===== config.mk =====
export PLATFORM = sky130hd
export DESIGN_NAME = spike_encoder
export DESIGN_NICKNAME = d
export VERILOG_FILES = /design/src/hdl/snn_core_pkg.sv /design/src/hdl/spike_encoder.sv
export VERILOG_INCLUDE_DIRS = /design/src /design/src/hdl
export SDC_FILE = /design/constraint.sdc
export NUM_CORES = 2
export LEC_CHECK = 0
export BUFFER_PORTS_ARGS = -buffer_cell sky130_fd_sc_hd__buf_2
export CAP_MARGIN = 0
export CORE_MARGIN = 3
export CORE_UTILIZATION = 60
export DETAILED_ROUTE_END_ITERATION = 16
export GPL_ROUTABILITY_DRIVEN = 0
export MAX_ROUTING_LAYER = met4
export PLACE_DENSITY = 0.76
export SYNTH_ARGS = -nofsm -noshare
export SYNTH_HDL_FRONTEND = slang
export SYNTH_SLANG_ARGS = --single-unit
export TNS_END_PERCENT = 5

===== constraint.sdc =====
create_clock -name clk -period 9.35 [get_ports clk]
set_input_delay 1.87 -clock clk [delete_from_list [all_inputs] [get_ports clk]]
set_output_delay 1.87 -clock clk [all_outputs]
set_load 0.005 [all_outputs]

===== src/hdl/snn_params.svh =====
`ifndef SNN_PARAMS_SVH
`define SNN_PARAMS_SVH

// network size
`define SNN_PIXELS      81
`define SNN_OUTPUTS     10
// weight of pixel p for output k sits at p*10+k
`define SNN_WEIGHTS     810
`define SNN_QUEUE_DEPTH 128

// run defaults
`define SNN_DEFAULT_STEPS 100
`define SNN_LFSR_SEED     8'hb8
`define SNN_LFSR_TAPS     8'hb8

// 4 KB word-indexed regions on the bus
`define SNN_IMAGE_BASE  32'h3000_0000
`define SNN_WEIGHT_BASE 32'h3000_1000
`define SNN_COUNT_BASE  32'h3000_3000
`define SNN_CTRL_ADDR   32'h3000_4000
`define SNN_REGION_SIZE 32'h0000_1000

`endif


===== src/hdl/snn_core_pkg.sv =====
package snn_core_pkg;

    // single write into an 8-bit memory
    typedef struct packed {
        logic       en;
        logic [9:0] idx;
        logic [7:0] data;
    } mem_wr_t;

    typedef enum logic [2:0] {
        ST_IDLE,
        ST_ENCODE,
        ST_POP,
        ST_LOAD,
        ST_INTEGRATE,
        ST_LEAK,
        ST_FIRE,
        ST_CHECK
    } core_state_e;

    typedef enum logic {
        OP_INTEGRATE,
        OP_LEAK_FIRE
    } neuron_op_e;

    // unsigned add, clamps at 255
    function automatic logic [7:0] sat_add8(logic [7:0] a, logic [7:0] b);
        logic [8:0] sum;
        sum = {1'b0, a} + {1'b0, b};
        return sum[8] ? 8'hff : sum[7:0];
    endfunction

endpackage


===== src/hdl/spike_encoder.sv =====
`timescale 1ns/1ps
`include "snn_params.svh"

module spike_encoder (
    input  logic                  clk,
    input  logic                  rst,
    input  snn_core_pkg::mem_wr_t image_wr_i,
    input  logic                  encode_start_i,
    output logic                  encode_done_o,
    output logic                  spike_valid_o,
    output logic [6:0]            spike_pixel_o,
    input  logic                  spike_pop_i
);
    localparam int QW = $clog2(`SNN_QUEUE_DEPTH);
    localparam logic [6:0] LAST_PIX = 7'(`SNN_PIXELS - 1);

    logic [7:0]    pixel_mem [`SNN_PIXELS];
    logic [7:0]    pixel_q;
    logic [6:0]    pix_idx;
    logic          busy;
    logic          cmp_phase;
    logic [7:0]    lfsr;
    logic [7:0]    lfsr_next;
    logic          push;

    logic [6:0]    queue [`SNN_QUEUE_DEPTH];
    logic [QW-1:0] wr_ptr;
    logic [QW-1:0] rd_ptr;
    logic [QW:0]   count;
    logic          full;

    always_ff @(posedge clk)
    begin
        if (image_wr_i.en && image_wr_i.idx < `SNN_PIXELS)
        begin
            pixel_mem[image_wr_i.idx[6:0]] <= image_wr_i.data;
        end
        pixel_q <= pixel_mem[pix_idx];
    end

    // galois form, never reaches zero
    assign lfsr_next = lfsr[0] ? ((lfsr >> 1) ^ `SNN_LFSR_TAPS) : (lfsr >> 1);

    // read phase then compare phase for each pixel
    always_ff @(posedge clk)
    begin
        if (rst)
        begin
            busy          <= 1'b0;
            cmp_phase     <= 1'b0;
            pix_idx       <= '0;
            encode_done_o <= 1'b0;
            lfsr          <= `SNN_LFSR_SEED;
        end
        else
        begin
            encode_done_o <= 1'b0;
            if (encode_start_i)
            begin
                busy      <= 1'b1;
                cmp_phase <= 1'b0;
                pix_idx   <= '0;
            end
            else if (busy)
            begin
                cmp_phase <= !cmp_phase;
                if (cmp_phase)
                begin
                    lfsr <= lfsr_next;
                    if (pix_idx == LAST_PIX)
                    begin
                        busy          <= 1'b0;
                        encode_done_o <= 1'b1;
                    end
                    else
                    begin
                        pix_idx <= pix_idx + 7'd1;
                    end
                end
            end
        end
    end

    assign push = busy && cmp_phase && (lfsr <= pixel_q);

    // spike queue
    assign full          = (count == (QW+1)'(`SNN_QUEUE_DEPTH));
    assign spike_valid_o = (count != '0);
    assign spike_pixel_o = queue[rd_ptr];

    always_ff @(posedge clk)
    begin
        if (push)
        begin
            queue[wr_ptr] <= pix_idx;
        end
    end

    always_ff @(posedge clk)
    begin
        if (rst)
        begin
            wr_ptr <= '0;
            rd_ptr <= '0;
            count  <= '0;
        end
        else
        begin
            if (push)
            begin
                wr_ptr <= wr_ptr + 1'b1;
            end
            if (spike_pop_i)
            begin
                rd_ptr <= rd_ptr + 1'b1;
            end
            case ({push, spike_pop_i})
                2'b10:   count <= count + 1'b1;
                2'b01:   count <= count - 1'b1;
                default: count <= count;
            endcase
        end
    end

    a_no_overflow: assert property (@(posedge clk) disable iff (rst) !(push && full));
    a_no_underrun: assert property (@(posedge clk) disable iff (rst)
        spike_pop_i |-> spike_valid_o);

endmodule


==> impl_metrics.csv <==
group,metric,value,unit
run_status,status,"finished clean",
die,die_y,329,um
critical_path,cp.required,7.48,ns
sta,hold_viol,0,
logic_synthesis,synth-compound-area-share,0.0265,
sta,finClkSkew,0.0182,ns
critical_path,crit_chain,"buf_12 > mux4_2 > mux2i_1 > a2111oi_0 > o211ai_1 > nand4_1 > buf_2",
power_and_ir_drop,cellPowerDensity,208,nW/um^2
critical_path,crit_fanout,110,
sta,worst_slack,3.24,ns
grt,grt_pass1_wl,207,mm
critical_path,path_delay_family,"compound AO/OA/AOI/OAI gates",
clock_network,ctsResizeCount,0,
drt,drt-initial-drc-count,4082,
clock_network,cts-hold-fix-buffers,0,
critical_path,r2r_start,"lfsr[0]$_SDFFE_PP0P_",
die,dieArea,108000,sq um
logic_synthesis,ys_ff_latch,1599,
logic_synthesis,synth.distinct_cells,63,
drt,drc_errors,0,
sta,tns,0,ns
die,top_level_ports,32,
finish,fin_util,0.672,
critical_path,max_stage_delay,0.86,ns
sta,finalCritPeriodShare,0.654,
grt,grt_use_total,0.268,
drt,wl,137,mm
placed_design,portBuffers,31,
critical_path,crit_slowest_cell,"dfxtp_4",
drt,ant_nets,0,
grt,grt_max_degree,180,
clock_network,clkTransAtPathRegs,0.07,ns
die,row_count,117,
critical_path,end_kind,"output port",
critical_path,path_buf_inv,2,
critical_path,critPathKind,"flip-flop to output port",
clock_network,clk_latency,0.75,ns
logic_synthesis,synth_edf_count,1544,
sta,fin_crit,6.11,ns
sta,grt_setup_unrepaired,"false",
sta,setup_viol,0,
logic_synthesis,synthAdderAreaFrac,0.00300,
drt,wl_per_cell,29.4,um
grt,antenna_found_initial,3,
logic_synthesis,synth.net_count,3132,
logic_synthesis,postSynth.asyncResetShare,0,
die,core,103000,sq um
power_and_ir_drop,leakagePower,21.2,nW
die,start_util,0.609,
logic_synthesis,ys_seq_area_frac,0.759,
finish,drive_gt1_frac,0.210,
finish,final_cell_mix,"edfxtp_1 (1544), mux4_2 (364), nor2_1 (274)",
critical_path,crit_arrival,4.24,ns
grt,grt_pass1_vias,31600,
sta,tightest_slew,1.18,ns
placed_design,place_hpwl,79.5,mm
sta,slew_headroom,0.211,
logic_synthesis,netlist_area,62500,sq um
drt,firstDrtPassIters,6,
finish,nets,3191,
logic_synthesis,syn-instance-count,3094,
min_path,worstHoldStart,"lfsr[2]$_SDFFE_PP0P_",
power_and_ir_drop,max-vdd-ir-drop,0.000188,V
clock_network,cts_tree,"done",
clock_network,htree_num_levels,4,
grt,grt_overflow,0,
clock_network,cts_setup_buffers,0,
sta,fmax,164,MHz
logic_synthesis,synth_xor_area_frac,0.00280,
job,max-cap-violations,0,
sta,drv_slew,0,
placed_design,dpl_worst_slack,4.00,ns
finish,areaGrowthSynthToFinish,10.3,%
finish,final_common_cell,"edfxtp_1",
clock_network,cts_made_buffers,156,
clock_network,cts.sinks,1599,
drt,routed_via_density,6.69,
logic_synthesis,syn_area_per_cell,20.2,sq um
logic_synthesis,synthMuxAreaShare,0.155,
logic_synthesis,synth_top_family_by_area,"multiplexers",
min_path,hold_class,"flip-flop to flip-flop",
logic_synthesis,yosys.area_share.simple,0.0394,
clock_network,cts.path.max_buffers,3,
logic_synthesis,ys_warn_count,0,
die,die_w,329,um
clock_network,clock-root-buffer,"clkbuf_16",
drt,vias,31100,
critical_path,critPathLaunchType,"flip-flop",
logic_synthesis,synth-main-ff-cell,"edfxtp_1",
## tightest hold or removal path, delay by kind of cell, from the launching register on
kind	cells	cell delay [ns]
simple gates	1	0.06
flops	1	0.33
compound gates	1	0.05
## cell type report
class / count / area [sq um]
Inverter: 15 / 56.3
Tap cell: 1368 / 1710
Multi-Input combinational cell: 1308 / 14200
Clock inverter: 82 / 686
Clock buffer: 202 / 4280
Timing Repair Buffer: 73 / 520
Fill cell: 6229 / 33700
Antenna cell: 3 / 7.51
Sequential cell: 1599 / 47500
## through the flow
step	hold WS [ns]	power (W)	cells	cell area, sq um
floorplan	0.449	0.00822	3094	62500
global placement	0.462	0.00833	4363	63900
detailed placement	0.477	0.00834	4363	63900
CTS	0.485	0.0144	4647	68900
global route	0.507	0.0147	4650	68900
finish	0.486	0.0143	4650	68900
## per-layer routing
metal,up-vias,GRT usage,part of all wire
met2,1799,0.421,0.50
met3,306,0.0438,0.087
li1,12900,-,-
met5,-,-,0
met4,0,0.0903,0.034
met1,16100,0.365,0.38
## kinds of logic (layout without fill, tap and decap cells)
logic type,Yosys count,after routing
XOR/XNOR,20,20
AND/OR/NAND/NOR,545,545
flip-flops,1599,1599
other,0,3
adder cells (fa/ha/maj),15,15
multiplexers,479,479
buffers and inverters,187,372
AO/OA/AOI/OAI,249,249
## sequential cells by signal (all words and copies together), names as in the netlist, named ones only
register,flops
encode_done_o,1
count,8
lfsr,8
rd_ptr,7
wr_ptr,7
cmp_phase,1
pix_idx,7
pixel_q,8
pixel_mem,648
queue,896
busy,1
## synthesized netlist by cell type (3+ instances only)
cell	number	area (sq um)
nand2_1	102	383
or4_1	4	30.0
clkbuf_1	82	308
a221oi_1	4	35.0
nor3_1	9	45.0
nand2b_1	8	50.1
nor2_1	274	1030
or3_1	12	75.1
nor4_1	9	56.3
nand3b_1	7	52.6
edfxtp_1	1544	46400
a31oi_1	12	75.1
o22ai_1	39	244
o31ai_1	3	22.5
xor2_1	11	96.3
a21oi_1	42	210
nand4_1	25	156
dfxtp_1	55	1100
inv_1	12	45.0
a22oi_1	20	150
mux4_2	364	8200
a2111oi_0	15	131
ha_1	15	188
mux2i_1	92	921
mux4_1	19	499
xnor2_1	9	78.8
buf_4	14	105
or2_2	4	25.0
a211oi_1	28	210
a21o_1	3	22.5
a211o_1	4	35.0
o211ai_1	18	135
buf_1	14	52.6
buf_6	6	67.6
nor2b_1	34	213
mux2_2	4	45.0
buf_2	54	270
nand3_1	30	150
and3_1	3	18.8
and2_1	11	68.8
nand4b_1	6	52.6
o21ai_0	43	215
## power by group
| group | total (W) | switching (W) | internal (W) |
|---|---|---|---|
| clock network | 0.00611 | 0.00260 | 0.00351 |
| logic | 0.000379 | 0.000213 | 0.000167 |
| registers | 0.00781 | 0.0000233 | 0.00779 |
| total | 0.0143 | 0.00284 | 0.0115 |
## final timing paths
| kind | endpoint | slack (ns) | cells past startpoint |
|---|---|---|---|
| hold reg to reg | lfsr[1]$_SDFFE_PP0P_ | 0.49 | 2 |
| hold / removal | lfsr[1]$_SDFFE_PP0P_ | 0.49 | 2 |
| setup reg to reg | count[6]$_SDFFE_PP0P_ | 5.12 | 14 |
| setup / recovery | spike_pixel_o[0] | 3.24 | 7 |
No activity file was read; power rests on OpenSTA's default activity.
