`config.mk`:
```
export PLATFORM = sky130hd
export DESIGN_NAME = snn_bus_slave
export DESIGN_NICKNAME = d
export VERILOG_FILES = /design/src/hdl/snn_bus_pkg.sv /design/src/hdl/snn_core_pkg.sv /design/src/hdl/snn_bus_slave.sv
export VERILOG_INCLUDE_DIRS = /design/src /design/src/hdl
export SDC_FILE = /design/constraint.sdc
export NUM_CORES = 1
export LEC_CHECK = 0
export BUFFER_PORTS_ARGS = -buffer_cell sky130_fd_sc_hd__buf_2
export CORE_ASPECT_RATIO = 0.7
export CORE_MARGIN = 2
export CORE_UTILIZATION = 34
export CTS_CLUSTER_SIZE = 24
export DETAILED_ROUTE_END_ITERATION = 7
export PLACE_DENSITY_LB_ADDON = 0.08
export REMOVE_ABC_BUFFERS = 1
export SLEW_MARGIN = 20
export SYNTH_ARGS = -nofsm -noshare
export SYNTH_HDL_FRONTEND = slang
export SYNTH_SLANG_ARGS = --single-unit
```
`constraint.sdc`:
```
create_clock -name clk -period 1.9 [get_ports clk]
set_input_delay 0.19 -clock clk [delete_from_list [all_inputs] [get_ports clk]]
set_output_delay 0.19 -clock clk [all_outputs]
set_load 0.03 [all_outputs]
```
`src/hdl/snn_params.svh`:
```
`ifndef SNN_PARAMS_SVH
`define SNN_PARAMS_SVH

// network size
`define SNN_PIXELS      81
`define SNN_OUTPUTS     10
// weight of pixel p for output k sits at p*10+k
`define SNN_WEIGHTS     810
`define SNN_QUEUE_DEPTH 128

// run defaults
`define SNN_DEFAULT_STEPS 100
`define SNN_LFSR_SEED     8'hb8
`define SNN_LFSR_TAPS     8'hb8

// 4 KB word-indexed regions on the bus
`define SNN_IMAGE_BASE  32'h3000_0000
`define SNN_WEIGHT_BASE 32'h3000_1000
`define SNN_COUNT_BASE  32'h3000_3000
`define SNN_CTRL_ADDR   32'h3000_4000
`define SNN_REGION_SIZE 32'h0000_1000

`endif

```
`src/hdl/snn_bus_pkg.sv`:
```
package snn_bus_pkg;

    // one bus cycle as driven by the host
    typedef struct packed {
        logic        stb;
        logic        we;
        logic [31:0] addr;
        logic [31:0] wdata;
    } bus_req_t;

    typedef struct packed {
        logic       start;
        logic [9:0] steps;
        logic [7:0] vth;
        logic [7:0] beta;
    } ctrl_t;

    typedef enum logic [2:0] {
        REG_NONE,
        REG_IMAGE,
        REG_WEIGHT,
        REG_COUNT,
        REG_CTRL
    } region_e;

    // start at bit 28, steps at [25:16]
    function automatic logic [31:0] ctrl_to_word(ctrl_t c);
        return {3'b000, c.start, 2'b00, c.steps, c.vth, c.beta};
    endfunction

    function automatic ctrl_t word_to_ctrl(logic [31:0] w);
        ctrl_t c;
        c.start = w[28];
        c.steps = w[25:16];
        c.vth   = w[15:8];
        c.beta  = w[7:0];
        return c;
    endfunction

endpackage

```
`src/hdl/snn_core_pkg.sv`:
```
package snn_core_pkg;

    // single write into an 8-bit memory
    typedef struct packed {
        logic       en;
        logic [9:0] idx;
        logic [7:0] data;
    } mem_wr_t;

    typedef enum logic [2:0] {
        ST_IDLE,
        ST_ENCODE,
        ST_POP,
        ST_LOAD,
        ST_INTEGRATE,
        ST_LEAK,
        ST_FIRE,
        ST_CHECK
    } core_state_e;

    typedef enum logic {
        OP_INTEGRATE,
        OP_LEAK_FIRE
    } neuron_op_e;

    // unsigned add, clamps at 255
    function automatic logic [7:0] sat_add8(logic [7:0] a, logic [7:0] b);
        logic [8:0] sum;
        sum = {1'b0, a} + {1'b0, b};
        return sum[8] ? 8'hff : sum[7:0];
    endfunction

endpackage

```
`src/hdl/snn_bus_slave.sv`:
```
`timescale 1ns/1ps
`include "snn_params.svh"

module snn_bus_slave (
    input  logic                  clk,
    input  logic                  rst,
    input  snn_bus_pkg::bus_req_t req_i,
    output logic                  ack_o,
    output logic [31:0]           rdata_o,
    output snn_core_pkg::mem_wr_t image_wr_o,
    output snn_core_pkg::mem_wr_t weight_wr_o,
    output snn_bus_pkg::ctrl_t    ctrl_o,
    input  logic                  run_done_i,
    output logic [3:0]            count_index_o,
    input  logic [7:0]            count_i
);
    import snn_bus_pkg::*;
    import snn_core_pkg::*;

    region_e     region;
    logic [31:0] offset;
    logic [9:0]  word_idx;
    logic        act;
    logic [31:0] rdata_c;
    mem_wr_t     wr_c;
    ctrl_t       ctrl_q;

    // address decode
    always_comb
    begin
        region = REG_NONE;
        offset = '0;
        if (req_i.addr == `SNN_CTRL_ADDR)
        begin
            region = REG_CTRL;
        end
        else if ((req_i.addr - `SNN_IMAGE_BASE) < `SNN_REGION_SIZE)
        begin
            region = REG_IMAGE;
            offset = req_i.addr - `SNN_IMAGE_BASE;
        end
        else if ((req_i.addr - `SNN_WEIGHT_BASE) < `SNN_REGION_SIZE)
        begin
            region = REG_WEIGHT;
            offset = req_i.addr - `SNN_WEIGHT_BASE;
        end
        else if ((req_i.addr - `SNN_COUNT_BASE) < `SNN_REGION_SIZE)
        begin
            region = REG_COUNT;
            offset = req_i.addr - `SNN_COUNT_BASE;
        end
    end

    assign word_idx      = offset[11:2];
    assign count_index_o = word_idx[3:0];

    // a new cycle only when no ack went out just before
    assign act = req_i.stb && !ack_o;

    // memory writes land on the same edge as the ack
    always_comb
    begin
        wr_c.en   = act && req_i.we;
        wr_c.idx  = word_idx;
        wr_c.data = req_i.wdata[7:0];

        image_wr_o     = wr_c;
        image_wr_o.en  = wr_c.en && (region == REG_IMAGE);
        weight_wr_o    = wr_c;
        weight_wr_o.en = wr_c.en && (region == REG_WEIGHT);
    end

    // unmapped reads return 0
    always_comb
    begin
        rdata_c = '0;
        if (act && !req_i.we)
        begin
            case (region)
                REG_COUNT:
                begin
                    if (word_idx < `SNN_OUTPUTS)
                    begin
                        rdata_c = {24'b0, count_i};
                    end
                end
                REG_CTRL: rdata_c = ctrl_to_word(ctrl_q);
                default:  rdata_c = '0;
            endcase
        end
    end

    always_ff @(posedge clk)
    begin
        if (rst)
        begin
            ack_o        <= 1'b0;
            ctrl_q.start <= 1'b0;
            ctrl_q.steps <= 10'(`SNN_DEFAULT_STEPS);
            ctrl_q.vth   <= '0;
            ctrl_q.beta  <= '0;
        end
        else
        begin
            ack_o <= act;
            if (act && req_i.we && region == REG_CTRL)
            begin
                ctrl_q <= word_to_ctrl(req_i.wdata);
            end
            // run finished, drop start
            if (run_done_i)
            begin
                ctrl_q.start <= 1'b0;
            end
        end
    end

    always_ff @(posedge clk)
    begin
        rdata_o <= rdata_c;
    end

    assign ctrl_o = ctrl_q;

    a_single_ack: assert property (@(posedge clk) disable iff (rst) ack_o |=> !ack_o);

endmodule

```
==> results of run 1 <==
## final timing paths
check              from              end  slack [ns]
max           req_i[55]  weight_wr_o[15]       -0.16
min          run_done_i       ctrl_o[26]        0.04
max reg2reg       ack_o       rdata_o[4]        0.17
min reg2reg  ctrl_o[24]      rdata_o[24]        0.49
## routing by layer
metal | GRT usage | up-vias | wire length, um | part of all wire
met5 | 0 | - | 0 | 0
met4 | 0.0416 | 0 | 131 | 0.019
met3 | 0.0430 | 12 | 464 | 0.068
met2 | 0.263 | 93 | 3180 | 0.47
met1 | 0.209 | 1010 | 3020 | 0.44
li1 | - | 1113 | - | -
## area by class of cell
| cell class | instances | share of cell area |
|---|---|---|
| clock buffer | 5 | 0.0182 |
| clock inverter | 2 | 0.00994 |
| inverter | 2 | 0.00199 |
| multi-input combinational | 143 | 0.311 |
| sequential | 55 | 0.292 |
| tap | 98 | 0.0325 |
| timing repair buffer | 200 | 0.335 |
## timing repair
| action | CTS | global route |
|---|---|---|
| setup buffers | 3 | 0 |
| resized for setup | 51 | 33 |
| setup endpoints to repair | 24 | 26 |
| pin swaps | 4 | 4 |
| endpoints found under the hold margin | 0 | 0 |
## worst reg2reg max path: stages (launching register included)
cell	delay, ns
dfxtp_1	0.32
or3b_2	0.48
or3_1	0.36
nor3_4	0.19
buf_4	0.20
a22o_1	0.14
## synth_stat cells
cell and instances:
dlygate4sd3_1 2, o21ai_0 1, dfxtp_1 55, nand4_2 1, buf_6 4, nor4b_4 1
a311oi_2 1, nand2b_1 3, buf_2 1, and2b_1 3, nor3b_1 2, and4_2 1
a211oi_1 1, and4_1 1, a31oi_1 1, a22o_1 8, nand3_1 2, o32ai_1 1
nand4_4 1, or3_1 2, o21a_1 1, nor4_1 5, nand3b_1 1, buf_12 2
nand4_1 3, or3b_2 1, nor2_1 28, nor3_4 1, inv_1 2, nand4b_2 1
and4b_1 1, nor3_1 6, xor2_1 1, nand2_1 1, nor4_4 2, nor2b_1 8
and2_1 19, conb_1 1, buf_4 35, nor4b_1 1, mux2i_1 27, a21oi_1 1
## power breakdown
part	internal [mW]	switching (mW)
sequential	1.15	0.000531
clock	0.386	0.361
combinational	0.119	0.144
total	1.66	0.505
## cell families after synthesis
| logic type | synth area share |
|---|---|
| xor+xnor | 0.00349 |
| flops | 0.438 |
| simple gates | 0.248 |
| compound gates | 0.0498 |
| buf+inv | 0.151 |
| other cells | 0.00149 |
| mux | 0.108 |
## sequential cells by signal, summed over array words and instances, names as in the netlist
| signal | cells |
|---|---|
| ack_o | 1 |
| ctrl_o | 27 |
| rdata_o | 27 |
==> flow_summary_export.csv, run 1 <==
group,metric,value,unit
synthesis,ys_seq_elements,55,
synthesis,ys_top_cells_by_area,"dfxtp_1, mux2i_1, buf_4",
routing,wl,6790,um
timing,relSlewSlack,0.635,
die,ios,179,
pwr,p_total,2.16,mW
die,chipHeight,75.9,um
synthesis,netlist_instances,240,
routing,vias_per_cell,4.41,
timing,fin_skew,0.00586,ns
timing,timing.final.crit_share,1.08,
global_route,grt_start_max_net_pins,29,
place,place_ws,-0.364,ns
synthesis,ys_seq_area_frac,0.438,
critical_path,cp_slowest_cell,"nor4_4",
routing,drc,0,
die,dieArea,0.00810,mm^2
global_route,gr-total-overflow,0,
timing,rsz0062_at_grt,"yes",
final_layout,num_antenna_cells,0,
die,initial_utilization,0.348,
critical_path,cp_num_buf_inv,5,
die,rows,26,
pwr,peakVddDrop,319,uV
timing,slew_viol_final,0,
clock_network,cts-htree-levels,2,
final_layout,multi_input_area,0.00117,mm^2
timing,fin_ws,-0.158,ns
routing,vias,2228,
final_layout,mostFrequentLayoutCell,"buf_2",
synthesis,netlist.area_leader.share,0.438,
timing,tns,-2.77,ns
place,placed_cells,497,
hold_path,hold_class,"input port to flop",
critical_path,arrival,1.87,ns
hold_path,worstHoldPathCells,2,
clock_network,clkTransAtPathRegs,0.10,ns
critical_path,path_cells,"buf_6 > nor4_4 > buf_4 > nand4_1 > o21ai_1 > buf_4 > a311oi_4 > buf_6 > nor2b_2 > buf_6",
die,core_area,0.00722,mm^2
critical_path,cp.depth,10,
critical_path,crit_type,"input port to output port",
critical_path,cp-start-kind,"input port",
place,placed_cell_area,0.00336,mm^2
final_layout,nNetsFinal,484,
critical_path,critical-path-max-stage-delay,0.41,ns
die,die_w,107,um
timing,fin_hold_ws,0.0383,ns
clock_network,clock-root-buffer,"clkbuf_8",
timing,fmax,0.486,GHz
pwr,powerDensity,573,mW/mm^2
clock_network,cts_num_sinks,55,
final_layout,final_cell_mix,"buf_2, dfxtp_1, buf_4",
place,numPortBuffers,168,
place,post-dp-hpwl,5030,um
routing,first_pass_iters,4,
global_route,grt_pass1_vias,2069,
synthesis,avgSynthCellArea,10.5,um^2
global_route,antenna_found_initial,0,
final_layout,stdcell_area,0.00377,mm^2
status,status,"complete, but fails checks",
final_layout,stdcell_count,505,
final_layout,nFillCells,726,
pwr,leakage,1.85,nW
final_layout,register_area,0.00110,mm^2
clock_network,clk_latency,0.30,ns
critical_path,end_kind,"output port",
critical_path,path_max_fanout,5,
synthesis,yosysWarnings,0,
clock_network,cts_inserted_buffers,5,
status,violations,"setup timing",
synthesis,synth_top_area_cell,"dfxtp_1",
synthesis,synth_cell_types,42,
timing,final-hold-violation-count,0,
timing,setup_viol,24,
critical_path,r2r_cells,5,
timing,period_needed,2.06,ns
global_route,grt_pass1_wl,10300,um
place,place_congestion,0.820,
clock_network,cts.hold.buffers_added,0,
global_route,grt_usage,0.160,
final_layout,area_delta_synth_final,50.3,%
final_layout,utilization,0.523,
routing,wl_per_cell,13.5,um
clock_network,cts_tree,"built",
run,drv_cap,0,
synthesis,syn_area,0.00251,mm^2
critical_path,critPathMostFrequentCell,"buf_6",
timing,tightest_slew,0.547,ns
final_layout,drive_gt1_frac,0.572,
routing,ant_nets,0,
routing,drtIter0Drc,46,
critical_path,crit_required,1.71,ns
clock_network,cts_buffer_depth,2,
critical_path,cpLargestDelayFamily,"buffers and inverters",
Power figures use the tool's default switching activity.
==> run 2, diff against run 1 <==
- ABC_AREA: default -> 1
- SKIP_CTS_REPAIR_TIMING: default -> 1
==> run 2 against run 1 <==
Against the previous run:
- critical path type unchanged
- clock power increased by 30%
- utilization grew 0.31 points
- largest cell class is now multi-input gates
- highest routed layer unchanged
- largest power group unchanged
- the flow still finishes with violations (setup timing)
- synthesized area rose by 22%
- maximum frequency fell by 1.8%
==> flow_summary_export.csv, run 2 <==
group,metric,value,unit
clock_network,cts_inserted_buffers,5,
critical_path,crit_required,1.71,ns
pwr,pwr-share-clk,0.391,
critical_path,cp-start-kind,"input port",
routing,wl_per_cell,13.2,um
synthesis,synthMuxAreaShare,0,
routing,ant_nets,0,
synthesis,synth-simple-area-share,0.366,
synthesis,yosys-top-cells-count,"nor2_1, nand2_1, dfxtp_1",
synthesis,synth_top_family_by_area,"simple AND/OR/NAND/NOR gates",
synthesis,synth_top_area_cell,"dfxtp_1",
synthesis,yosysMostFrequentCell,"nor2_1",
routing,vias_per_cell,4.45,
status,violations,"setup timing",
place,post-dp-hpwl,7250,um
routing,vias,3257,
timing,final-hold-violation-count,0,
synthesis,netlist_instances,441,
final_layout,nNetsFinal,688,
die,dieArea,0.00977,mm^2
synthesis,ys_seq_elements,55,
clock_network,cts_buffer_depth,2,
synthesis,netlist.area_leader.share,0.361,
critical_path,r2r-end,"ctrl_o[20]",
timing,fin_skew,0.00145,ns
pwr,powerDensity,551,mW/mm^2
timing,rsz0062_at_grt,"yes",
critical_path,rrSetupSlack,0.37,ns
final_layout,area_delta_synth_final,47.8,%
critical_path,timing.rr.start,"ack_o",
routing,wl,9650,um
die,core_area,0.00858,mm^2
synthesis,ys_top_cells_by_area,"dfxtp_1, nor2_1, nand2_1",
die,rows,28,
clock_network,cts-htree-levels,2,
timing,fin_hold_ws,0.0567,ns
global_route,grt_pass1_wl,14400,um
critical_path,r2r_cells,9,
critical_path,crit_type,"input port to output port",
pwr,internal-power,1.86,mW
final_layout,stdcell_area,0.00451,mm^2
timing,timing.final.crit_share,1.10,
die,chipHeight,83.3,um
global_route,grt_pass1_vias,2926,
routing,drc,0,
place,numPortBuffers,168,
synthesis,avgSynthCellArea,6.92,um^2
critical_path,cpLargestDelayFamily,"simple AND/OR/NAND/NOR gates",
critical_path,arrival,1.91,ns
synthesis,synth_cell_types,31,
critical_path,cp_num_buf_inv,4,
final_layout,mostFrequentLayoutCell,"buf_2",
critical_path,cp_slowest_cell,"nor2_8",
global_route,antenna_found_initial,0,
pwr,p_sw,0.632,mW
clock_network,clock-root-buffer,"clkbuf_16",
synthesis,synth_compound_area_frac,0.0959,
hold_path,worstHoldPathCells,2,
synthesis,ys_seq_area_frac,0.361,
global_route,grt_start_max_net_pins,30,
routing,drtIter0Drc,161,
timing,fmax,0.477,GHz
die,initial_utilization,0.356,
synthesis,synthArstFlopShare,0,
final_layout,final_cell_mix,"buf_2, nor2_1, nand2_1",
global_route,gr-total-overflow,0,
synthesis,yosysWarnings,0,
pwr,power.share.switching,0.254,
clock_network,clk_latency,0.29,ns
hold_path,hold_class,"input port to flop",
synthesis,syn_area,0.00305,mm^2
timing,slew_viol_final,0,
critical_path,end_kind,"output port",
pwr,leakage,2.36,nW
synthesis,synthXorXnorAreaFrac,0.00287,
place,placed_cell_area,0.00397,mm^2
timing,fin_ws,-0.195,ns
pwr,p_seq_frac,0.464,
synthesis,synth_flop_cell,"dfxtp_1",
global_route,grt_usage,0.187,
final_layout,num_antenna_cells,0,
die,ios,179,
pwr,p_comb_frac,0.145,
synthesis,synth_edf_count,0,
critical_path,critical-path-max-stage-delay,0.16,ns
routing,first_pass_iters,4,
final_layout,drive_gt1_frac,0.448,
critical_path,path_cells,"buf_6 > nor2_4 > nand2_4 > nor2_8 > buf_12 > nand2_8 > nand2_2 > nand3_2 > nor2_1 > nand2_1 > nor2_2 > nand2_4 > nand3_4 > nand2_2 > inv_2 > buf_6",
status,status,"complete, but fails checks",
timing,period_needed,2.10,ns
run,drv_cap,0,
timing,setup_viol,34,
pwr,peakVddDrop,344,uV
synthesis,synth-adder-area-share,0,
hold_path,holdPathEnd,"ctrl_o[26]",
die,die_w,117,um
place,place_congestion,0.903,
clock_network,cts_num_sinks,55,
clock_network,cts_tree,"built",
timing,tns,-4.84,ns
hold_path,hold_start,"run_done_i",
critical_path,path_max_fanout,6,
clock_network,clkTransAtPathRegs,0.07,ns
==> run 2: changes by cell type after synthesis, moves of 7 or more <==
cell / delta
nor2_1: +52
nor3_1: +7
a22o_1: -8
nor2b_1: -8
inv_1: +50
mux2i_1: -27
clkbuf_1: +9
a21oi_1: +15
nand4_1: +8
nand3_1: +13
nand2_1: +75
nor3b_1: +9
o21ai_0: +23
and2_1: -19
==> run 2: worst max path at each step <==
| stage | depth (start not counted) | from | slack, ns | to |
|---|---|---|---|---|
| after global placement | 15 | req_i[50] | -0.32 | image_wr_o[9] |
| after global routing | 16 | req_i[48] | -0.33 | weight_wr_o[8] |
| after detailed placement | 15 | req_i[50] | -0.32 | image_wr_o[9] |
| after CTS | 15 | req_i[50] | -0.32 | image_wr_o[8] |
| after floorplan | 8 | req_i[49] | -0.54 | weight_wr_o[18] |
| final | 16 | req_i[51] | -0.20 | weight_wr_o[8] |
==> run 2: layer usage <==
layer,up-vias,share of wire,GRT usage
li1,1696,-,-
met1,1441,0.50,0.271
met2,115,0.43,0.281
met3,5,0.075,0.0474
met4,0,0.0044,0.0321
met5,-,0,0
==> run 2: cell type report <==
type / count / area, um^2
inverter: 55 / 206
clock buffer: 7 / 153
multi-input combinational: 288 / 1560
fill: 841 / 4070
tap: 120 / 150
timing repair buffer: 206 / 1340
clock inverter: 1 / 7.51
sequential: 55 / 1100
==> run 2: kinds of logic (layout without fill, tap and decap cells) <==
| family | count (synthesis) | in the layout |
|---|---|---|
| flip-flops | 55 | 55 |
| buffers and inverters | 103 | 269 |
| XOR/XNOR | 1 | 1 |
| AO/OA/AOI/OAI | 47 | 47 |
| other | 1 | 5 |
| AND/OR/NAND/NOR | 234 | 235 |
==> run 2: power by group through the flow <==
| stage | clock, mW | combinational [mW] | sequential [mW] |
|---|---|---|---|
| finish | 0.973 | 0.361 | 1.15 |
| global placement | 0 | 0.337 | 1.18 |
| detailed placement | 0 | 0.335 | 1.18 |
| floorplan | 0 | 0.105 | 1.18 |
| global route | 1.06 | 0.396 | 1.15 |
| CTS | 0.993 | 0.337 | 1.15 |
==> run 2: stage by stage <==
step            util  setup slack, ns  std cells  power, mW
3_5_place_dp   0.463           -0.321        715       1.52
6_report       0.526           -0.195        732       2.49
5_1_grt        0.526           -0.332        732       2.61
2_1_floorplan      -           -0.541        397       1.29
3_3_place_gp   0.463           -0.325        715       1.52
4_1_cts        0.482           -0.323        723       2.48
