==> src/hdl/snn_params.svh <==
`ifndef SNN_PARAMS_SVH
`define SNN_PARAMS_SVH

// network size
`define SNN_PIXELS      81
`define SNN_OUTPUTS     10
// weight of pixel p for output k sits at p*10+k
`define SNN_WEIGHTS     810
`define SNN_QUEUE_DEPTH 128

// run defaults
`define SNN_DEFAULT_STEPS 100
`define SNN_LFSR_SEED     8'hb8
`define SNN_LFSR_TAPS     8'hb8

// 4 KB word-indexed regions on the bus
`define SNN_IMAGE_BASE  32'h3000_0000
`define SNN_WEIGHT_BASE 32'h3000_1000
`define SNN_COUNT_BASE  32'h3000_3000
`define SNN_CTRL_ADDR   32'h3000_4000
`define SNN_REGION_SIZE 32'h0000_1000

`endif

==> src/hdl/snn_core_pkg.sv <==
package snn_core_pkg;

    // single write into an 8-bit memory
    typedef struct packed {
        logic       en;
        logic [9:0] idx;
        logic [7:0] data;
    } mem_wr_t;

    typedef enum logic [2:0] {
        ST_IDLE,
        ST_ENCODE,
        ST_POP,
        ST_LOAD,
        ST_INTEGRATE,
        ST_LEAK,
        ST_FIRE,
        ST_CHECK
    } core_state_e;

    typedef enum logic {
        OP_INTEGRATE,
        OP_LEAK_FIRE
    } neuron_op_e;

    // unsigned add, clamps at 255
    function automatic logic [7:0] sat_add8(logic [7:0] a, logic [7:0] b);
        logic [8:0] sum;
        sum = {1'b0, a} + {1'b0, b};
        return sum[8] ? 8'hff : sum[7:0];
    endfunction

endpackage

==> src/hdl/spike_counter_bank.sv <==
`timescale 1ns/1ps
`include "snn_params.svh"

module spike_counter_bank (
    input  logic       clk,
    input  logic       rst,
    input  logic       run_start_i,
    input  logic       fire_i,
    input  logic [3:0] fire_index_i,
    input  logic       run_done_i,
    input  logic [3:0] count_index_i,
    output logic [7:0] count_o,
    output logic       irq_o
);
    import snn_core_pkg::*;

    logic [7:0] counts [`SNN_OUTPUTS];

    always_ff @(posedge clk)
    begin
        if (rst || run_start_i)
        begin
            for (int i = 0; i < `SNN_OUTPUTS; i++)
            begin
                counts[i] <= '0;
            end
            irq_o <= 1'b0;
        end
        else
        begin
            if (fire_i && fire_index_i < `SNN_OUTPUTS)
            begin
                counts[fire_index_i] <= sat_add8(counts[fire_index_i], 8'd1);
            end
            if (run_done_i)
            begin
                irq_o <= 1'b1;
            end
        end
    end

    // out of range index reads as zero
    assign count_o = (count_index_i < `SNN_OUTPUTS) ? counts[count_index_i] : 8'd0;

endmodule

==> config.mk <==
export PLATFORM = sky130hd
export DESIGN_NAME = spike_counter_bank
export DESIGN_NICKNAME = d
export VERILOG_FILES = /design/src/hdl/snn_core_pkg.sv /design/src/hdl/spike_counter_bank.sv
export VERILOG_INCLUDE_DIRS = /design/src /design/src/hdl
export SDC_FILE = /design/constraint.sdc
export NUM_CORES = 1
export LEC_CHECK = 0
export ABC_AREA = 1
export BUFFER_PORTS_ARGS = -buffer_cell sky130_fd_sc_hd__buf_2
export CAP_MARGIN = 20
export CORE_ASPECT_RATIO = 1.75
export CORE_UTILIZATION = 41
export CTS_BUF_LIST = sky130_fd_sc_hd__clkbuf_16
export DETAILED_ROUTE_END_ITERATION = 10
export PLACE_DENSITY = 0.57
export SLEW_MARGIN = 15
export SYNTH_ARGS = -nofsm -noshare
export SYNTH_HDL_FRONTEND = slang
export SYNTH_SLANG_ARGS = --single-unit
==> constraint.sdc <==
create_clock -name clk -period 3.4 [get_ports clk]
set_input_delay 0.51 -clock clk [delete_from_list [all_inputs] [get_ports clk]]
set_output_delay 0.51 -clock clk [all_outputs]
set_load 0.02 [all_outputs]
==> run_results.csv, run 1 <==
group,metric,value,unit
run_status,status,"completed",
layout,areaGrowthSynthToFinish,16.8,%
sta,relSlewSlack,0.575,
setup_path,r2r_cells,15,
yosys,synth.top_cell.area_share,0.549,
setup_path,reg2reg_from,"counts[6][0]$_SDFFCE_PN0P_",
yosys,syn_area_per_cell,8.17,sq um
cts,cts_resized,0,
power_and_ir_drop,power.ir.vdd_worst,0.422,mV
die,core_area,0.0165,sq mm
cts,clk_transition_reported_paths,60,ps
min_path,worstHoldStart,"run_done_i",
sta,fin_crit_sh,0.832,
global_route,grt_max_degree,37,
die,std_cell_rows,62,
yosys,yosys_register_bits,129,
layout,num-nets-final,951,
die,die_w,101,um
global_route,grt_pass1_vias,5582,
cts,hold_buffers,0,
power_and_ir_drop,seqPwrFrac,0.448,
sta,drv_slew,0,
setup_path,worstPathRequired,2890,ps
power_and_ir_drop,p_sw_frac,0.264,
routing,dr.pass1.iters,5,
setup_path,ff2ff_setup_slack,740,ps
layout,final_cell_mix,"nand2_1 (260), edfxtp_1 (128), inv_1 (124)",
power_and_ir_drop,leakage,0.00374,uW
layout,stdcell_count,1174,
yosys,yosysSeqAreaShare,0.552,
cts,cts_tree,"built",
min_path,min_path_cells,3,
placed_design,routabilityCongestion,0.930,
power_and_ir_drop,p_sw,1090,uW
cts,clock_sinks,129,
power_and_ir_drop,internal_power,3040,uW
sta,min_period,2830,ps
sta,worstMarginPinSlew,636,ps
yosys,netlist_top_cells_area,"edfxtp_1 (55%), nand2_1 (14%), inv_1 (6.7%), nor2_1 (5.6%), o21ai_0 (5.6%)",
cts,cts_made_buffers,17,
sta,finalHoldViolCount,0,
global_route,grt_pass1_wl,31.2,mm
cts,worstSkewPairLatency,430,ps
setup_path,critical_path_class,"input port to primary output",
placed_design,placed_area,0.00759,sq mm
routing,dr_total_vias,5861,
placed_design,dp.cells,1142,
min_path,hp-class,"input port to register",
sta,rsz0062_at_grt,"no",
power_and_ir_drop,cellPowerDensity,506,mW/mm^2
layout,drive_gt1_frac,0.117,
layout,final_common_cell,"nand2_1",
routing,viasPerCell,4.99,
run,drv_cap,0,
routing,wl_per_cell,17.5,um
sta,max_freq,354,MHz
die,start_util,0.423,
placed_design,port-buffer-count,21,
cts,cts_max_path_buffers,2,
power_and_ir_drop,clkPwrFrac,0.440,
global_route,grt_overflow_total,0,
setup_path,timing.rr.end,"counts[13][3]$_DFFE_PP_",
die,top_level_ports,22,
die,die_area,0.0176,sq mm
setup_path,cp_max_fo,11,
yosys,synth_cell_types,31,
power_and_ir_drop,combPwrFrac,0.112,
cts,post_cts.repair.setup_buffers,0,
min_path,min_to,"irq_o$_SDFFE_PP0P_",
setup_path,startpoint_type,"input port",
yosys,synth_area,0.00700,sq mm
routing,drcViolationCount,0,
layout,stdcell_area,0.00817,sq mm
setup_path,crit_path_end_kind,"primary output",
global_route,track_usage,0.249,
global_route,antenna_found_initial,0,
setup_path,cp_data_arrival_time,2320,ps
routing,antenna_left,0,
cts,cts-root-buf,"clkbuf_16",
layout,antenna_cells,0,
sta,tns,0,ps
yosys,synth_top_cell_by_area,"edfxtp_1",
layout,finalCoreUtilization,0.495,
die,die_y,175,um
yosys,yosysWarnings,0,
routing,drtIter0Drc,400,
sta,setup_viol,0,
cts,h-tree-depth,4,
yosys,syn_inst,856,
routing,drt_wl_total,20.6,mm
sta,skew,11.4,ps
sta,holdWs,311,ps
placed_design,dp_hpwl,14.8,mm
-- logic make-up after synthesis --
kind of cell | Yosys count | share of synthesized area
fa+ha+maj | 1 | 0.00179
simple gates | 441 | 0.259
compound gates | 115 | 0.0835
buf+inv | 169 | 0.103
other cells | 1 | 0.000536
flops | 129 | 0.552
-- Yosys cell counts --
library cell  number
a21oi_1           32
a31oi_1            1
a32oi_1            1
buf_1              1
buf_2             12
buf_4              7
buf_6              6
clkbuf_1          13
clkinv_1           1
conb_1             1
dfxtp_1            1
edfxtp_1         128
ha_1               1
inv_1            124
inv_2              4
inv_4              1
nand2_1          260
nand2_2           10
nand2_4            2
nand3_1           53
nand3_2            4
nand4_1            2
nor2_1           105
nor2_2             2
nor2_4             1
nor4_1             1
o211ai_1           1
o21ai_0           78
o21ai_1            1
o22ai_1            1
or2_2              1
-- how the worst max path moves through the flow --
stage                          start                      end  slack [ps]  cells after the start
finish              count_index_i[1]               count_o[5]         570                      8
global route         fire_index_i[1]  counts[15][4]$_DFFE_PP_         540                     16
detailed placement   fire_index_i[1]  counts[15][3]$_DFFE_PP_         300                     16
CTS                 count_index_i[0]               count_o[6]         630                      8
floorplan            fire_index_i[0]  counts[10][3]$_DFFE_PP_         830                     17
global placement     fire_index_i[1]  counts[12][3]$_DFFE_PP_         330                     16
-- state kept, by name, summed over array words and instances, names as in the netlist --
name	cells
counts	128
irq_o	1
-- metrics by stage --
stage	worst slack (ps)	power [uW]
after CTS	633	4160
final	573	4130
after global placement	328	2340
after detailed placement	303	2340
after floorplan	831	2190
after global routing	541	4270
-- layout make-up --
cell class | instances | area (sq um)
fill | 1650 | 8350
sequential | 129 | 3860
multi-input combinational | 605 | 2590
inverter | 130 | 490
clock buffer | 17 | 425
timing repair buffer | 54 | 365
tap | 224 | 280
clock inverter | 15 | 160
-- metal layers --
layer  global-route usage  part of all wire  up-vias
met3               0.0336             0.049       61
met4                0.155             0.053        0
met2                0.440              0.53      232
met5                    0                 0        -
met1                0.277              0.37     2718
li1                     -                 -     2850
-- power by group through the flow --
stage                     registers (uW)  logic, uW  clock network [uW]
after floorplan                     1880        311                   0
after global placement              1880        459                   0
final                               1850        462                1820
after global routing                1860        511                1900
after detailed placement            1890        458                   0
after CTS                           1850        461                1840
-- critical path: stages --
cell     delay [ps]
buf_2           230
inv_1            90
nor2_1          500
o21ai_0         160
o21ai_0         380
nand2_1         140
nand2_1         130
buf_2           180
Note: power is estimated with default switching activity, not from simulation.
==> run 2: changes to the inputs <==
Clock period 3.4 ns to 2.85 ns, I/O delays scaled along.
==> run 2 against run 1 <==
Effect of this change: critical path depth shrank 1; flip-flop and latch count unchanged; critical endpoint unchanged; non-clock buffer count grew 30; wire length down 0.33%; highest routed layer unchanged; clock skew about the same; critical path type unchanged; cell area rose by 3.8%; utilization is 1.9 points higher.
==> run_results.csv, run 2 (same netlist as run 1, synthesis figures left out) <==
group,metric,value,unit
placed_design,dp.cells,1172,
sta,max_freq,407,MHz
sta,setup_slack,395,ps
routing,dr.pass1.iters,5,
setup_path,reg2reg_from,"counts[6][0]$_SDFFCE_PN0P_",
routing,dr_total_vias,5852,
placed_design,port-buffer-count,21,
die,top_level_ports,22,
cts,clock_sinks,129,
cts,h-tree-depth,4,
global_route,antenna_found_initial,0,
setup_path,r2r_cells,16,
routing,drt_wl_total,20.5,mm
die,die_y,175,um
run,drv_cap,0,
sta,min_period,2460,ps
sta,setup_viol,0,
sta,drv_slew,0,
setup_path,critical_path_class,"input port to primary output",
cts,hold_buffers,0,
global_route,grt_pass1_vias,5527,
cts,worstSkewPairLatency,430,ps
min_path,min_to,"irq_o$_SDFFE_PP0P_",
min_path,min_path_cells,3,
layout,final_cell_mix,"nand2_1 (260), edfxtp_1 (128), inv_1 (124)",
global_route,grt_max_degree,33,
die,std_cell_rows,62,
power_and_ir_drop,leakage,0.00392,uW
routing,viasPerCell,4.86,
sta,relSlewSlack,0.583,
sta,fin_crit_sh,0.861,
layout,largest_register_ffs,128,
setup_path,cp_max_fo,10,
min_path,worstHoldStart,"run_done_i",
die,core_area,0.0165,sq mm
setup_path,startpoint_type,"input port",
sta,rsz0062_at_grt,"no",
sta,worstMarginPinSlew,623,ps
routing,antenna_left,0,
cts,clk_transition_reported_paths,60,ps
sta,holdWs,225,ps
layout,largest-register,"counts",
layout,top_regs,"counts: 128 flops, irq_o: 1 flops",
die,die_w,101,um
layout,num-nets-final,981,
setup_path,cp_data_arrival_time,2030,ps
cts,post_cts.repair.setup_buffers,0,
global_route,grt_overflow_total,0,
placed_design,routabilityCongestion,1.04,
layout,antenna_cells,0,
cts,cts_resized,0,
layout,final_common_cell,"nand2_1",
placed_design,dp_hpwl,15.3,mm
layout,finalCoreUtilization,0.513,
power_and_ir_drop,cellPowerDensity,591,mW/mm^2
cts,cts_made_buffers,17,
min_path,hp-class,"input port to register",
setup_path,timing.rr.end,"counts[9][5]$_DFFE_PP_",
setup_path,ff2ff_setup_slack,440,ps
setup_path,worstPathRequired,2420,ps
cts,cts_max_path_buffers,2,
placed_design,place_ws,90.0,ps
cts,cts_tree,"built",
die,die_area,0.0176,sq mm
routing,drcViolationCount,0,
routing,wl_per_cell,17.0,um
run_status,status,"completed",
global_route,track_usage,0.250,
setup_path,crit_path_end_kind,"primary output",
global_route,grt_pass1_wl,31.4,mm
die,start_util,0.423,
layout,drive_gt1_frac,0.141,
cts,cts-root-buf,"clkbuf_16",
sta,tns,0,ps
sta,skew,11.4,ps
layout,stdcell_count,1204,
layout,areaGrowthSynthToFinish,21.2,%
sta,finalHoldViolCount,0,
routing,drtIter0Drc,328,
power_and_ir_drop,power.ir.vdd_worst,0.416,mV
run 2: area by class of cell:
type,count,area (sq um)
sequential,129,3860
inverter,130,490
tap,224,280
fill,1594,8040
multi-input combinational,605,2590
clock inverter,15,169
timing repair buffer,84,666
clock buffer,17,425
run 2: through the flow:
step	power [uW]	instance area, sq um
after CTS	5030	8480
after global routing	5200	8480
final	5010	8480
after global placement	2840	7890
after floorplan	2610	7170
after detailed placement	2840	7890
run 2: critical path, stage by stage:
cell and delay [ps]:
buf_2 180, nor2_1 520, o21ai_0 170, o21ai_0 320
nand2_1 110, nand2_1 120, buf_2 180
run 2: metal layers:
metal	GRT usage	share of wire	vias up
met3	0.0444	0.044	59
met1	0.280	0.37	2700
li1	-	-	2916
met5	0	0	-
met2	0.432	0.53	177
met4	0.156	0.057	0
run 2: how the worst max path moves through the flow:
| stage | slack, ps | start | endpoint | depth (start not counted) |
|---|---|---|---|---|
| floorplan | 360 | fire_index_i[0] | counts[10][3]$_DFFE_PP_ | 17 |
| CTS | 400 | count_index_i[3] | count_o[5] | 7 |
| finish | 390 | count_index_i[3] | count_o[5] | 7 |
| global route | 220 | counts[5][0]$_SDFFCE_PN0P_ | counts[3][4]$_SDFFCE_PN0P_ | 17 |
| detailed placement | 90 | fire_index_i[0] | counts[6][6]$_SDFFCE_PN0P_ | 18 |
| global placement | 90 | fire_index_i[0] | counts[13][5]$_DFFE_PP_ | 18 |
run 2: power by group:
| part | total (uW) | switching (uW) | internal, uW |
|---|---|---|---|
| sequential | 2210 | 28.4 | 2180 |
| combinational | 603 | 409 | 194 |
| clock | 2200 | 838 | 1360 |
==> run 3: changes to the inputs <==
Settings changed: CORE_UTILIZATION 41 to 50, PLACE_DENSITY 0.57 to 0.67.
==> run 3 against run 2 <==
Effect of this change: combinational power is 5.0% lower; utilization is 9.7 points higher; die area is 18% lower; clock power is 9% lower; global-route usage is 3.4 points higher; wire length is 5.4% lower; sequential share of layout area is 1.3 points higher; fmax is 2.8% lower; power is 4.4% lower; clock-buffer cell count stayed put; worst setup slack worse by 72 ps.
==> run_results.csv, run 3 (same netlist as run 1, synthesis figures left out) <==
group,metric,value,unit
run_status,status,"completed",
routing,dr.pass1.iters,5,
die,die_w,91.4,um
global_route,grt_pass1_vias,5641,
sta,fin_crit_sh,0.887,
min_path,hp-class,"input port to register",
cts,cts-root-buf,"clkbuf_16",
setup_path,critical-path-top-delay-family,"compound AO/OA/AOI/OAI gates",
die,std_cell_rows,56,
cts,clock_sinks,129,
power_and_ir_drop,p_sw,1250,uW
placed_design,dp_hpwl,13.9,mm
setup_path,path_cells,"buf_2 -> a21oi_1 -> o21ai_0 -> o21ai_0 -> a32oi_1 -> o21ai_0 -> buf_2",
routing,drcViolationCount,0,
routing,drtIter0Drc,534,
global_route,grt_max_degree,35,
setup_path,cp_num_buf_inv,2,
sta,setup_viol,0,
cts,worstSkewPairLatency,430,ps
setup_path,crit_path_end_kind,"primary output",
die,die_y,158,um
placed_design,place_ws,21.4,ps
sta,rsz0062_at_grt,"no",
layout,top_regs,"counts: 128 flops, irq_o: 1 flops",
global_route,grt_pass1_wl,29.7,mm
layout,final_common_cell,"nand2_1",
power_and_ir_drop,combPwrFrac,0.120,
power_and_ir_drop,p_sw_frac,0.260,
global_route,antenna_found_initial,0,
power_and_ir_drop,cellPowerDensity,580,mW/mm^2
layout,drive_gt1_frac,0.123,
power_and_ir_drop,power.ir.vdd_worst,0.426,mV
setup_path,slowest_stage,"buf_2",
cts,post_cts.repair.setup_buffers,0,
sta,worstMarginPinSlew,542,ps
sta,min_period,2530,ps
setup_path,critical_path_class,"input port to primary output",
layout,largest-register,"counts",
global_route,grt_overflow_total,0,
setup_path,worstPathRequired,2420,ps
sta,drv_slew,0,
routing,wl_per_cell,17.1,um
sta,skew,18.6,ps
cts,cts_tree,"built",
cts,clk_transition_reported_paths,60,ps
sta,holdWs,219,ps
die,core_area,0.0135,sq mm
sta,tns,0,ps
setup_path,crit_top_cell,"o21ai_0",
routing,drt_wl_total,19.4,mm
sta,relSlewSlack,0.635,
placed_design,routabilityCongestion,1.06,
setup_path,cp_data_arrival_time,2100,ps
die,start_util,0.517,
placed_design,port-buffer-count,21,
global_route,track_usage,0.283,
power_and_ir_drop,internal_power,3540,uW
routing,dr_total_vias,5831,
cts,cts_made_buffers,17,
routing,antenna_left,0,
cts,h-tree-depth,4,
routing,viasPerCell,5.14,
setup_path,startpoint_type,"input port",
cts,hold_buffers,0,
layout,areaGrowthSynthToFinish,17.9,%
setup_path,cp_max_fo,31,
sta,max_freq,396,MHz
die,top_level_ports,22,
run,drv_cap,0,
layout,num-nets-final,962,
layout,largest_register_ffs,128,
power_and_ir_drop,seqPwrFrac,0.461,
sta,finalHoldViolCount,0,
power_and_ir_drop,clkPwrFrac,0.419,
setup_path,max_stage_delay,430,ps
cts,cts_max_path_buffers,2,
cts,cts_resized,0,
die,die_area,0.0145,sq mm
layout,final_cell_mix,"nand2_1 (260), edfxtp_1 (128), inv_1 (125)",
layout,antenna_cells,0,
power_and_ir_drop,leakage,0.00382,uW
sta,setup_slack,323,ps
==> run 3: layout make-up <==
| cell class | instances | area (sq um) |
|---|---|---|
| inverters | 130 | 490 |
| clock inverters | 15 | 120 |
| repair buffers | 65 | 548 |
| multi-input cells | 605 | 2590 |
| well taps | 174 | 218 |
| clock buffers | 17 | 425 |
| flip-flops and latches | 129 | 3860 |
| fillers | 1197 | 5270 |
==> run 3: worst min-delay path, cell delays in order <==
cell and delay (ps):
buf_2 70, nor2_1 30, nor2_1 80
==> run 3: per-stage QoR <==
stage               power [uW]  instance area (sq um)   util  std cells
detailed placement        2810                   7710  0.570       1103
global route              4940                   8250  0.610       1135
finish                    4790                   8250  0.610       1135
floorplan                 2610                   7170      -        903
CTS                       4800                   8250  0.610       1135
global placement          2810                   7710  0.570       1103
==> run 3: worst paths after layout <==
kind / startpoint / end / slack (ps) / cells after the start
setup reg to reg: counts[9][0]$_DFFE_PP_ / counts[4][4]$_SDFFCE_PN0P_ / 450 / 16
hold / removal: run_done_i / irq_o$_SDFFE_PP0P_ / 220 / 3
hold reg to reg: irq_o$_SDFFE_PP0P_ / irq_o$_SDFFE_PP0P_ / 480 / 2
setup / recovery: count_index_i[0] / count_o[6] / 320 / 7
==> run 3: layer usage <==
layer  track usage  part of all wire  vias up
met5             0                 0        -
met4         0.206             0.061        0
met3        0.0444             0.056       60
met2         0.512              0.53      220
met1         0.297              0.36     2682
li1              -                 -     2869
==> run 3: power by group through the flow <==
stage | clock (uW) | combinational [uW] | sequential, uW
final | 2010 | 573 | 2210
after global routing | 2090 | 632 | 2220
after CTS | 2020 | 569 | 2210
after floorplan | 0 | 370 | 2240
after detailed placement | 0 | 564 | 2250
after global placement | 0 | 563 | 2240
